`src/i2c_defs.svh`:
```
`ifndef I2C_DEFS_SVH
`define I2C_DEFS_SVH

// System clocks per quarter of an I2C bit period.
`define I2C_CLK_DIV 4

// Wishbone register map.
`define REG_DATA   2'd0
`define REG_CMD    2'd1
`define REG_STATUS 2'd2

// EEPROM geometry.
`define EE_ADDR_W   11
`define EE_MEM_SIZE 2048

// Fixed upper nibble of the control byte.
`define EE_DEVICE_CODE 4'b1010

`endif
```
`src/i2c_pkg.sv`:
```
package i2c_pkg;

    // Resolved line levels.
    typedef struct packed {
        logic scl;
        logic data;
    } i2c_bus_t;

    // Open-drain pull-down request of one agent.
    typedef struct packed {
        logic scl_low;
        logic data_low;
    } i2c_drive_t;

    typedef enum logic [1:0] {
        BIT_START,
        BIT_STOP,
        BIT_WRITE,
        BIT_READ
    } bit_op_e;

    typedef struct packed {
        bit_op_e op;
        logic    din;
    } bit_cmd_t;

    // CMD register layout with start in bit 4.
    typedef struct packed {
        logic start;
        logic stop;
        logic write;
        logic read;
        logic nack;
    } cmd_reg_t;

    typedef struct packed {
        logic busy;
        logic rx_nack;
    } status_reg_t;

    typedef enum logic [2:0] {
        SL_IDLE,
        SL_CTRL,
        SL_ADDR,
        SL_WRITE,
        SL_READ,
        SL_ACK_OUT,
        SL_ACK_IN,
        SL_IGNORE
    } slave_state_e;

    typedef enum logic [2:0] {
        M_IDLE,
        M_START,
        M_BITS,
        M_ACK,
        M_STOP,
        M_DONE
    } master_state_e;

endpackage

```
`src/i2c_master.sv`:
```
`include "i2c_defs.svh"

module i2c_master
    import i2c_pkg::*;
(
    input  logic       sda,
    input  logic       reset,
    input  logic       cyc,
    input  logic       stb,
    input  logic       we,
    input  logic [1:0] adr,
    input  logic [7:0] dat_w,
    input  i2c_bus_t   bus,
    output logic [7:0] dat_r,
    output logic       ack,
    output i2c_drive_t drive
);
    master_state_e state;
    master_state_e seq_next;
    cmd_reg_t      cmd_q;
    cmd_reg_t      cmd_in;
    status_reg_t   status;
    logic [7:0]    data_q;      // Transmit byte in, received byte out.
    logic [2:0]    bit_cnt;
    logic          issued;
    logic          access;
    logic          cmd_wr;
    logic          advance;
    logic          bit_req;
    bit_cmd_t      bit_cmd;
    bit_cmd_t      next_bit;
    logic          bit_done;
    logic          dout;

    // Phase that follows the current one for a given command.
    function automatic master_state_e next_phase(master_state_e cur, cmd_reg_t c);
        master_state_e nxt;
        nxt = M_DONE;
        if (cur == M_IDLE && c.start)
            nxt = M_START;
        else if ((cur == M_IDLE || cur == M_START) && (c.write || c.read))
            nxt = M_BITS;
        else if (cur != M_STOP && c.stop)
            nxt = M_STOP;
        return nxt;
    endfunction

    assign access   = cyc && stb && !ack;
    assign cmd_wr   = access && we && (adr == `REG_CMD);
    assign cmd_in   = cmd_reg_t'(dat_w[4:0]);
    assign seq_next = next_phase(state, (state == M_IDLE) ? cmd_in : cmd_q);
    assign advance  = (state == M_IDLE) ? cmd_wr :
                      ((state == M_START || state == M_ACK || state == M_STOP) && bit_done);
    assign dat_r    = (adr == `REG_STATUS) ? {6'b0, status} : data_q;

    always_comb
    begin
        next_bit.din = 1'b1;
        case (state)
            M_START: next_bit.op = BIT_START;
            M_STOP:  next_bit.op = BIT_STOP;
            M_BITS:
            begin
                next_bit.op  = cmd_q.write ? BIT_WRITE : BIT_READ;
                next_bit.din = data_q[7];
            end
            default:
            begin
                // Ninth bit goes the other way.
                next_bit.op  = cmd_q.write ? BIT_READ : BIT_WRITE;
                next_bit.din = cmd_q.nack;
            end
        endcase
    end

    always_ff @(posedge sda)
    begin
        if (reset)
        begin
            state   <= M_IDLE;
            cmd_q   <= '0;
            status  <= '0;
            bit_cnt <= 3'd0;
            issued  <= 1'b0;
            bit_req <= 1'b0;
            ack     <= 1'b0;
        end
        else
        begin
            bit_req <= 1'b0;
            ack     <= 1'b0;
            if (state != M_IDLE && state != M_DONE && !issued)
            begin
                bit_req <= 1'b1;
                bit_cmd <= next_bit;
                issued  <= 1'b1;
            end
            case (state)
                M_IDLE:
                begin
                    if (cmd_wr)
                    begin
                        cmd_q       <= cmd_in;
                        status.busy <= 1'b1;
                    end
                    else if (access)
                    begin
                        ack <= 1'b1;
                        if (we && adr == `REG_DATA)
                            data_q <= dat_w;
                    end
                end
                M_BITS:
                begin
                    if (bit_done)
                    begin
                        issued  <= 1'b0;
                        data_q  <= {data_q[6:0], dout};  // MSB first.
                        bit_cnt <= bit_cnt + 3'd1;
                        if (bit_cnt == 3'd7)
                            state <= M_ACK;
                    end
                end
                M_ACK:
                begin
                    if (bit_done && cmd_q.write)
                        status.rx_nack <= dout;
                end
                M_DONE: state <= M_IDLE;
                default: state <= state;
            endcase
            if (advance)
            begin
                issued <= 1'b0;
                state  <= seq_next;
                if (seq_next == M_DONE)
                begin
                    ack         <= 1'b1;
                    status.busy <= 1'b0;
                end
            end
        end
    end

    i2c_bit_ctrl i_bit_ctrl (
        .sda      (sda),
        .reset    (reset),
        .bit_req  (bit_req),
        .bit_cmd  (bit_cmd),
        .bus      (bus),
        .bit_done (bit_done),
        .dout     (dout),
        .drive    (drive)
    );

    a_ack_in_cycle: assert property (@(posedge sda) disable iff (reset)
        ack |-> (cyc && stb));

endmodule

```
`src/i2c_bit_ctrl.sv`:
```
`include "i2c_defs.svh"

module i2c_bit_ctrl
    import i2c_pkg::*;
(
    input  logic       sda,
    input  logic       reset,
    input  logic       bit_req,
    input  bit_cmd_t   bit_cmd,
    input  i2c_bus_t   bus,
    output logic       bit_done,
    output logic       dout,
    output i2c_drive_t drive
);
    localparam int CNT_W = $clog2(`I2C_CLK_DIV + 1);
    localparam logic [CNT_W-1:0] CNT_LAST = CNT_W'(`I2C_CLK_DIV - 1);

    bit_cmd_t       cmd_q;
    logic           busy;
    logic           in_xfer;    // Between a start and a stop.
    logic [1:0]     phase;
    logic [CNT_W-1:0] cnt;

    // Line pattern applied at the start of each quarter.
    function automatic i2c_drive_t phase_drive(bit_cmd_t cmd, logic [1:0] ph, i2c_drive_t cur);
        i2c_drive_t nd;
        nd = cur;
        case (cmd.op)
            BIT_START:
            begin
                case (ph)
                    2'd0: nd.data_low = 1'b0;
                    2'd1: nd.scl_low = 1'b0;
                    2'd2: nd.data_low = 1'b1;  // Data falls with scl high.
                    default: nd.scl_low = 1'b1;
                endcase
            end
            BIT_STOP:
            begin
                case (ph)
                    2'd0: nd.data_low = 1'b1;
                    2'd1: nd.scl_low = 1'b0;
                    2'd2: nd.data_low = 1'b0;  // Data rises with scl high.
                    default: nd = cur;
                endcase
            end
            default:
            begin
                case (ph)
                    2'd0:
                    begin
                        nd.scl_low  = 1'b1;
                        nd.data_low = (cmd.op == BIT_WRITE) ? !cmd.din : 1'b0;
                    end
                    2'd1: nd.scl_low = 1'b0;
                    2'd2: nd = cur;
                    default: nd.scl_low = 1'b1;
                endcase
            end
        endcase
        return nd;
    endfunction

    always_ff @(posedge sda)
    begin
        if (reset)
        begin
            busy     <= 1'b0;
            in_xfer  <= 1'b0;
            phase    <= 2'd0;
            cnt      <= '0;
            bit_done <= 1'b0;
            drive    <= '0;
        end
        else
        begin
            bit_done <= 1'b0;
            if (!busy)
            begin
                if (bit_req)
                begin
                    busy  <= 1'b1;
                    cmd_q <= bit_cmd;
                    phase <= 2'd0;
                    cnt   <= '0;
                    drive <= phase_drive(bit_cmd, 2'd0, drive);
                end
            end
            else if (cnt == CNT_LAST)
            begin
                cnt   <= '0;
                phase <= phase + 2'd1;
                if (phase == 2'd2)
                    dout <= bus.data;       // Sample while scl is high.
                if (phase == 2'd3)
                begin
                    busy     <= 1'b0;
                    bit_done <= 1'b1;
                    if (cmd_q.op == BIT_START)
                        in_xfer <= 1'b1;
                    else if (cmd_q.op == BIT_STOP)
                        in_xfer <= 1'b0;
                end
                else
                    drive <= phase_drive(cmd_q, phase + 2'd1, drive);
            end
            else
                cnt <= cnt + 1'b1;
        end
    end

    // Bus clock is released whenever no transfer is open.
    a_scl_idle: assert property (@(posedge sda) disable iff (reset)
        (!busy && !in_xfer) |-> !drive.scl_low);

endmodule

```
`config.mk`:
```
export PLATFORM = sky130hd
export DESIGN_NAME = i2c_master
export DESIGN_NICKNAME = d
export VERILOG_FILES = /design/src/i2c_pkg.sv /design/src/i2c_master.sv /design/src/i2c_bit_ctrl.sv
export VERILOG_INCLUDE_DIRS = /design/src /design/src/src
export SDC_FILE = /design/constraint.sdc
export NUM_CORES = 1
export LEC_CHECK = 0
export ABC_CLOCK_PERIOD_IN_PS = 5500
export BUFFER_PORTS_ARGS = -buffer_cell sky130_fd_sc_hd__buf_4
export CORE_UTILIZATION = 30
export DETAILED_ROUTE_END_ITERATION = 8
export RECOVER_POWER = 25
export SKIP_CTS_REPAIR_TIMING = 1
export SYNTH_ARGS = -nofsm -noshare
export SYNTH_HDL_FRONTEND = slang
export SYNTH_HIERARCHICAL = 1
export SYNTH_SLANG_ARGS = --single-unit
```
`constraint.sdc`:
```
create_clock -name sda -period 5.5 [get_ports sda]
set_clock_uncertainty 0.2 [all_clocks]
set_input_delay 0.275 -clock sda [delete_from_list [all_inputs] [get_ports sda]]
set_output_delay 0.275 -clock sda [all_outputs]
set_load 0.05 [all_outputs]
```
==> results of run 1 <==
==> layout by cell type (no fill, tap or decap), types with 3 or more instances in the layout <==
master and instances:
nand2_1 22, edfxtp_1 15, nor3_1 5, nand3_1 4
a31oi_1 4, nand2b_1 4, o31ai_1 4, xor2_1 3
dfxtp_1 24, a211oi_1 3, clkbuf_8 5, mux2i_1 3
and2_1 7, nor3b_1 4, inv_1 5, clkbuf_1 3
buf_4 22, a21oi_1 16, o21ai_0 6, mux2_2 11
nor2_1 15, ha_1 8
==> report_power, final <==
group          leakage, nW  total (mW)  switching, mW  internal, mW
registers            0.328       0.305        0.00331         0.302
logic                0.509      0.0463         0.0256        0.0207
clock network       0.0644       0.288          0.107         0.181
==> metrics by stage <==
step	power, mW	util [%]	hold WS, ns	cell area, um^2	worst slack [ns]
final	0.639	37.1	0.0378	2400	2.43
after global routing	0.667	37.1	0.0294	2400	2.10
after CTS	0.647	37.2	-0.0544	2400	2.34
after detailed placement	0.359	35.1	0.242	2260	2.38
after global placement	0.358	35.1	0.234	2260	2.40
after floorplan	0.341	-	0.144	2040	3.43
==> registers in the layout, summed over array words and instances, names as in the netlist <==
signal / cells
i_bit_ctrl/busy: 1
i_bit_ctrl/phase: 2
status: 2
i_bit_ctrl/bit_done: 1
i_bit_ctrl/cmd_q: 3
i_bit_ctrl/cnt: 3
state: 3
bit_req: 1
i_bit_ctrl/dout: 1
i_bit_ctrl/drive: 2
bit_cnt: 3
bit_cmd: 3
issued: 1
ack: 1
cmd_q: 4
data_q: 8
==> final timing paths <==
kind	slack (ns)	from	to	cells after the start
worst max-delay path	2.43	state[1]	data_q[4]	3
worst min-delay path	0.04	dat_w[1]	cmd_q[1]	3
worst max register to register	2.43	state[1]	data_q[4]	3
worst min register to register	0.26	cmd_q[1]	cmd_q[1]	2
==> per-layer routing <==
layer,track usage [%],share of wire [%],vias to the layer above
met5,0,0,-
met4,5.08,1.6,0
met3,3.24,4.4,7
met2,19.4,46,30
met1,15.7,48,700
li1,-,-,787
==> cell type report <==
class	count	area share (%)
repair buffers	27	8.09
flip-flops and latches	39	38.8
clock buffers	5	2.87
multi-input cells	149	42.4
well taps	77	4.02
clock inverters	3	2.82
inverters	6	0.991
==> worst max-delay path: stages, from the launching register on <==
cell and delay (ns):
dfxtp_1 0.69, nor3b_2 0.86, nand2_1 0.28, a21oi_1 0.67
==> cell families (layout without fill, tap and decap cells) <==
logic type | after synthesis | in the layout | share of synthesized area [%]
buffers and inverters | 18 | 41 | 4.61
and+or+nand+nor | 78 | 78 | 21.5
adders and majority gates | 8 | 8 | 4.91
muxes | 14 | 14 | 7.56
AOI/OAI and AO/OA | 45 | 45 | 14.0
xor gates and xnor gates | 4 | 4 | 1.72
DFF | 39 | 39 | 45.7
==> impl_metrics.csv, run 1 <==
group,metric,value,unit
outcome,status,"complete, no violations",
routing,wire_per_inst,12.7,um
floorplanning,fp.dieH,84.4,um
cts,clkTransAtPathRegs,0.08,ns
sta,hold_viol,0,
setup_path,arrival,2.80,ns
routing,route.detailed.drc,0,
sta,relSlewSlack,37.6,%
pwr,p_leak,0.901,nW
sta,worst_pin_slew,0.933,ns
floorplanning,io_pins,28,
cts,ctsLongestPathBuffers,2,
sta,timing.fmax,0.325,GHz
global_routing,grt_max_degree,24,
cts,clkLatencyLatePin,0.30,ns
logic_synthesis,ys_ff_latch,39,
logic_synthesis,netlist_area,0.00204,mm^2
sta,finalCritPeriodShare,55.9,%
setup_path,crit_type,"flop to flop",
global_routing,grtUsageTotal,12.2,%
routing,ant_nets,0,
final_layout,fin_nets,253,
final_layout,antenna_cells,0,
logic_synthesis,syn_nets,231,
final_layout,multi_input_area,0.00102,mm^2
logic_synthesis,synth_area_leaders,"dfxtp_1, edfxtp_1, mux2_2",
routing,dr.pass1.iters,4,
cts,h-tree-depth,2,
logic_synthesis,synth_edf_count,15,
floorplanning,dieArea,0.00712,mm^2
floorplanning,die_w,84.4,um
logic_synthesis,synth.most_common_cell,"dfxtp_1",
placement,port_buffers,26,
global_routing,antenna_found_initial,0,
sta,slew_violations,0,
pwr,p_per_area,267,mW/mm^2
logic_synthesis,synthTopCellsByCount,"dfxtp_1, nand2_1, a21oi_1",
sta,rsz0062_at_grt,"no",
cts,cts_tree,"yes",
floorplanning,rows,29,
global_routing,grt_pass1_wl,6770,um
routing,via_count,1524,
floorplanning,core-area,0.00646,mm^2
routing,wl,3900,um
final_layout,layout-drive-gt1-share,21.8,%
placement,routabilityCongestion,0.805,
placement,dp_hpwl,2750,um
logic_synthesis,synth_cell_types,49,
final_layout,instances_no_fill,306,
logic_synthesis,synth_cells,206,
logic_synthesis,synth.top_cell.area_share,23.6,%
global_routing,grt-ovfl-total,0,
sta,period_minus_slack,3.07,ns
cts,cts_buffers,5,
global_routing,grt_pass1_vias,1437,
logic_synthesis,synth-async-reset-ratio,0,%
setup_path,required,5.23,ns
placement,dpl.cell_count,297,
cts,clockRootBuffer,"clkbuf_8",
cts,cts.sinks,39,
pwr,ir_drop,0.129,mV
setup_path,cp-end-kind,"flop",
flow_run,maxCapViolCount,0,
logic_synthesis,yosysWarnings,6,
final_layout,fillers,656,
floorplanning,initial_core_util,31.5,%
logic_synthesis,syn_area_per_cell,9.89,um^2
logic_synthesis,seq_area_frac_synth,45.7,%
final_layout,regArea,931,um^2
setup_path,path_max_fanout,19,
sta,setup_viol,0,
setup_path,start_kind,"flop",
logic_synthesis,yosys.area.top_type,"dfxtp_1",
routing,viasPerCell,4.98,
routing,drtIter0Drc,51,
final_layout,syn2layout_area_growth,17.8,%
sta,fin_tns_setup,0,ns
min_path,hold_class,"input port to flop",
logic_synthesis,synth-main-ff-cell,"dfxtp_1",
Power figures use the tool's default switching activity.
==> inputs of run 2 (changes only) <==
- ABC_CLOCK_PERIOD_IN_PS: 5500 -> 2840
- clock period: 5.5 -> 2.84 ns (I/O delays scaled with it)
==> impl_metrics.csv, run 2 (synthesis gave the netlist of run 1 again) <==
group,metric,value,unit
cts,clockRootBuffer,"clkbuf_8",
sta,fin_tns_setup,0,ns
final_layout,largest_reg_flops,8,
setup_path,crit_type,"input port to flop",
placement,dp_hpwl,2810,um
global_routing,grt_pass1_wl,6640,um
routing,viasPerCell,4.94,
final_layout,fillers,647,
sta,rsz0062_at_grt,"no",
placement,port_buffers,26,
sta,relSlewSlack,27.8,%
final_layout,layout-drive-gt1-share,19.1,%
routing,drtIter0Drc,119,
sta,finalCritPeriodShare,77.5,%
final_layout,biggestRegsByFlops,"data_q (8), cmd_q (4)",
setup_path,r2r-start,"state[0]",
final_layout,syn2layout_area_growth,22.1,%
sta,setup_viol,0,
cts,ctsLongestPathBuffers,2,
sta,slew_violations,0,
routing,highest_layer,"met4",
routing,drt-met1-wl,1960,um
setup_path,rr_worst_depth,4,
cts,h-tree-depth,2,
floorplanning,initial_core_util,31.5,%
pwr,ir_drop,0.245,mV
routing,wl_met2,1850,um
setup_path,arrival,2.05,ns
setup_path,r2r_slack,0.82,ns
setup_path,start_kind,"input port",
outcome,status,"complete, no violations",
routing,ant_nets,0,
global_routing,grtUsageTotal,11.7,%
final_layout,multi_input_area,0.00102,mm^2
setup_path,cp-end-kind,"flop",
final_layout,layout_commonest_cell,"dfxtp_1",
final_layout,utilization,38.5,%
final_layout,regArea,931,um^2
routing,wl_met3,185,um
global_routing,grt_pass1_vias,1434,
cts,clkLatencyLatePin,0.29,ns
sta,hold_ws,0.0442,ns
floorplanning,io_pins,28,
cts,cts_buffers,5,
floorplanning,dieArea,0.00712,mm^2
final_layout,regMostFlops,"data_q",
sta,hold_viol,0,
floorplanning,fp.dieH,84.4,um
cts,cts_tree,"yes",
floorplanning,die_w,84.4,um
routing,via_count,1572,
final_layout,antenna_cells,0,
setup_path,path_max_fanout,23,
routing,wire_per_inst,12.7,um
setup_path,crit_path_start,"reset",
global_routing,grt-ovfl-total,0,
min_path,hold_class,"input port to flop",
global_routing,antenna_found_initial,0,
flow_run,maxCapViolCount,0,
floorplanning,core-area,0.00646,mm^2
routing,route.detailed.drc,0,
routing,dr.pass1.iters,4,
sta,worst_pin_slew,1.08,ns
sta,timing.fmax,0.454,GHz
final_layout,fin_nets,265,
setup_path,rr_endpoint,"status[1]",
setup_path,crit_end,"i_bit_ctrl/dout",
global_routing,grt_max_degree,24,
setup_path,required,2.69,ns
sta,period_minus_slack,2.20,ns
placement,routabilityCongestion,0.808,
pwr,p_per_area,502,mW/mm^2
cts,cts.sinks,39,
final_layout,final_cell_mix,"dfxtp_1, nand2_1, buf_4, a21oi_1",
floorplanning,rows,29,
pwr,p_leak,0.930,nW
routing,wl,4030,um
cts,clkTransAtPathRegs,0.09,ns
[run 2: cell count changes in the layout (fill, tap and decap cells not counted), sizes merged]
cell,delta
dlygate4sd3,+9
buf,-4
inv,+1
clkinvlp,-1
clkbuf,+7
[run 2: metrics by stage]
stage / worst slack, ns / instances / cell area, um^2 / power (mW)
after global placement: 0.826 / 300 / 2290 / 0.695
after CTS: 0.828 / 308 / 2420 / 1.25
after floorplan: 0.770 / 206 / 2040 / 0.660
after global routing: 0.482 / 318 / 2490 / 1.30
final: 0.638 / 318 / 2490 / 1.25
after detailed placement: 0.860 / 300 / 2290 / 0.695
[run 2: how the worst min path moves through the flow]
stage | startpoint | to | slack, ns | cells past startpoint
global placement | bus[0] | i_bit_ctrl/dout | 0.12 | 1
CTS | bus[0] | i_bit_ctrl/dout | -0.18 | 1
floorplan | reset | i_bit_ctrl/cnt[0] | 0.01 | 1
finish | we | ack | 0.04 | 4
global route | we | ack | 0.03 | 4
detailed placement | bus[0] | i_bit_ctrl/dout | 0.13 | 1
[run 2: area by class of cell]
| class | instances | share of cell area (%) |
|---|---|---|
| well taps | 77 | 3.88 |
| clock buffers | 5 | 2.77 |
| flip-flops and latches | 39 | 37.4 |
| clock inverters | 3 | 2.72 |
| inverters | 6 | 1.01 |
| repair buffers | 39 | 11.3 |
| multi-input cells | 149 | 40.9 |
[run 2: worst max-delay path, stage by stage]
cell and delay [ns]:
dlygate4sd3_1 0.52, clkbuf_1 0.80, inv_1 0.33, and3_1 0.26
[run 2: layer usage]
| metal | vias up | global-route usage (%) |
|---|---|---|
| met5 | - | 0 |
| li1 | 807 | - |
| met2 | 34 | 19.0 |
| met4 | 0 | 3.39 |
| met1 | 727 | 15.2 |
| met3 | 4 | 3.54 |
[run 2: power by group]
part	switching [mW]	internal, mW	total, mW
clock	0.209	0.351	0.559
sequential	0.00625	0.585	0.591
combinational	0.0516	0.0459	0.0975
total	0.266	0.981	1.25
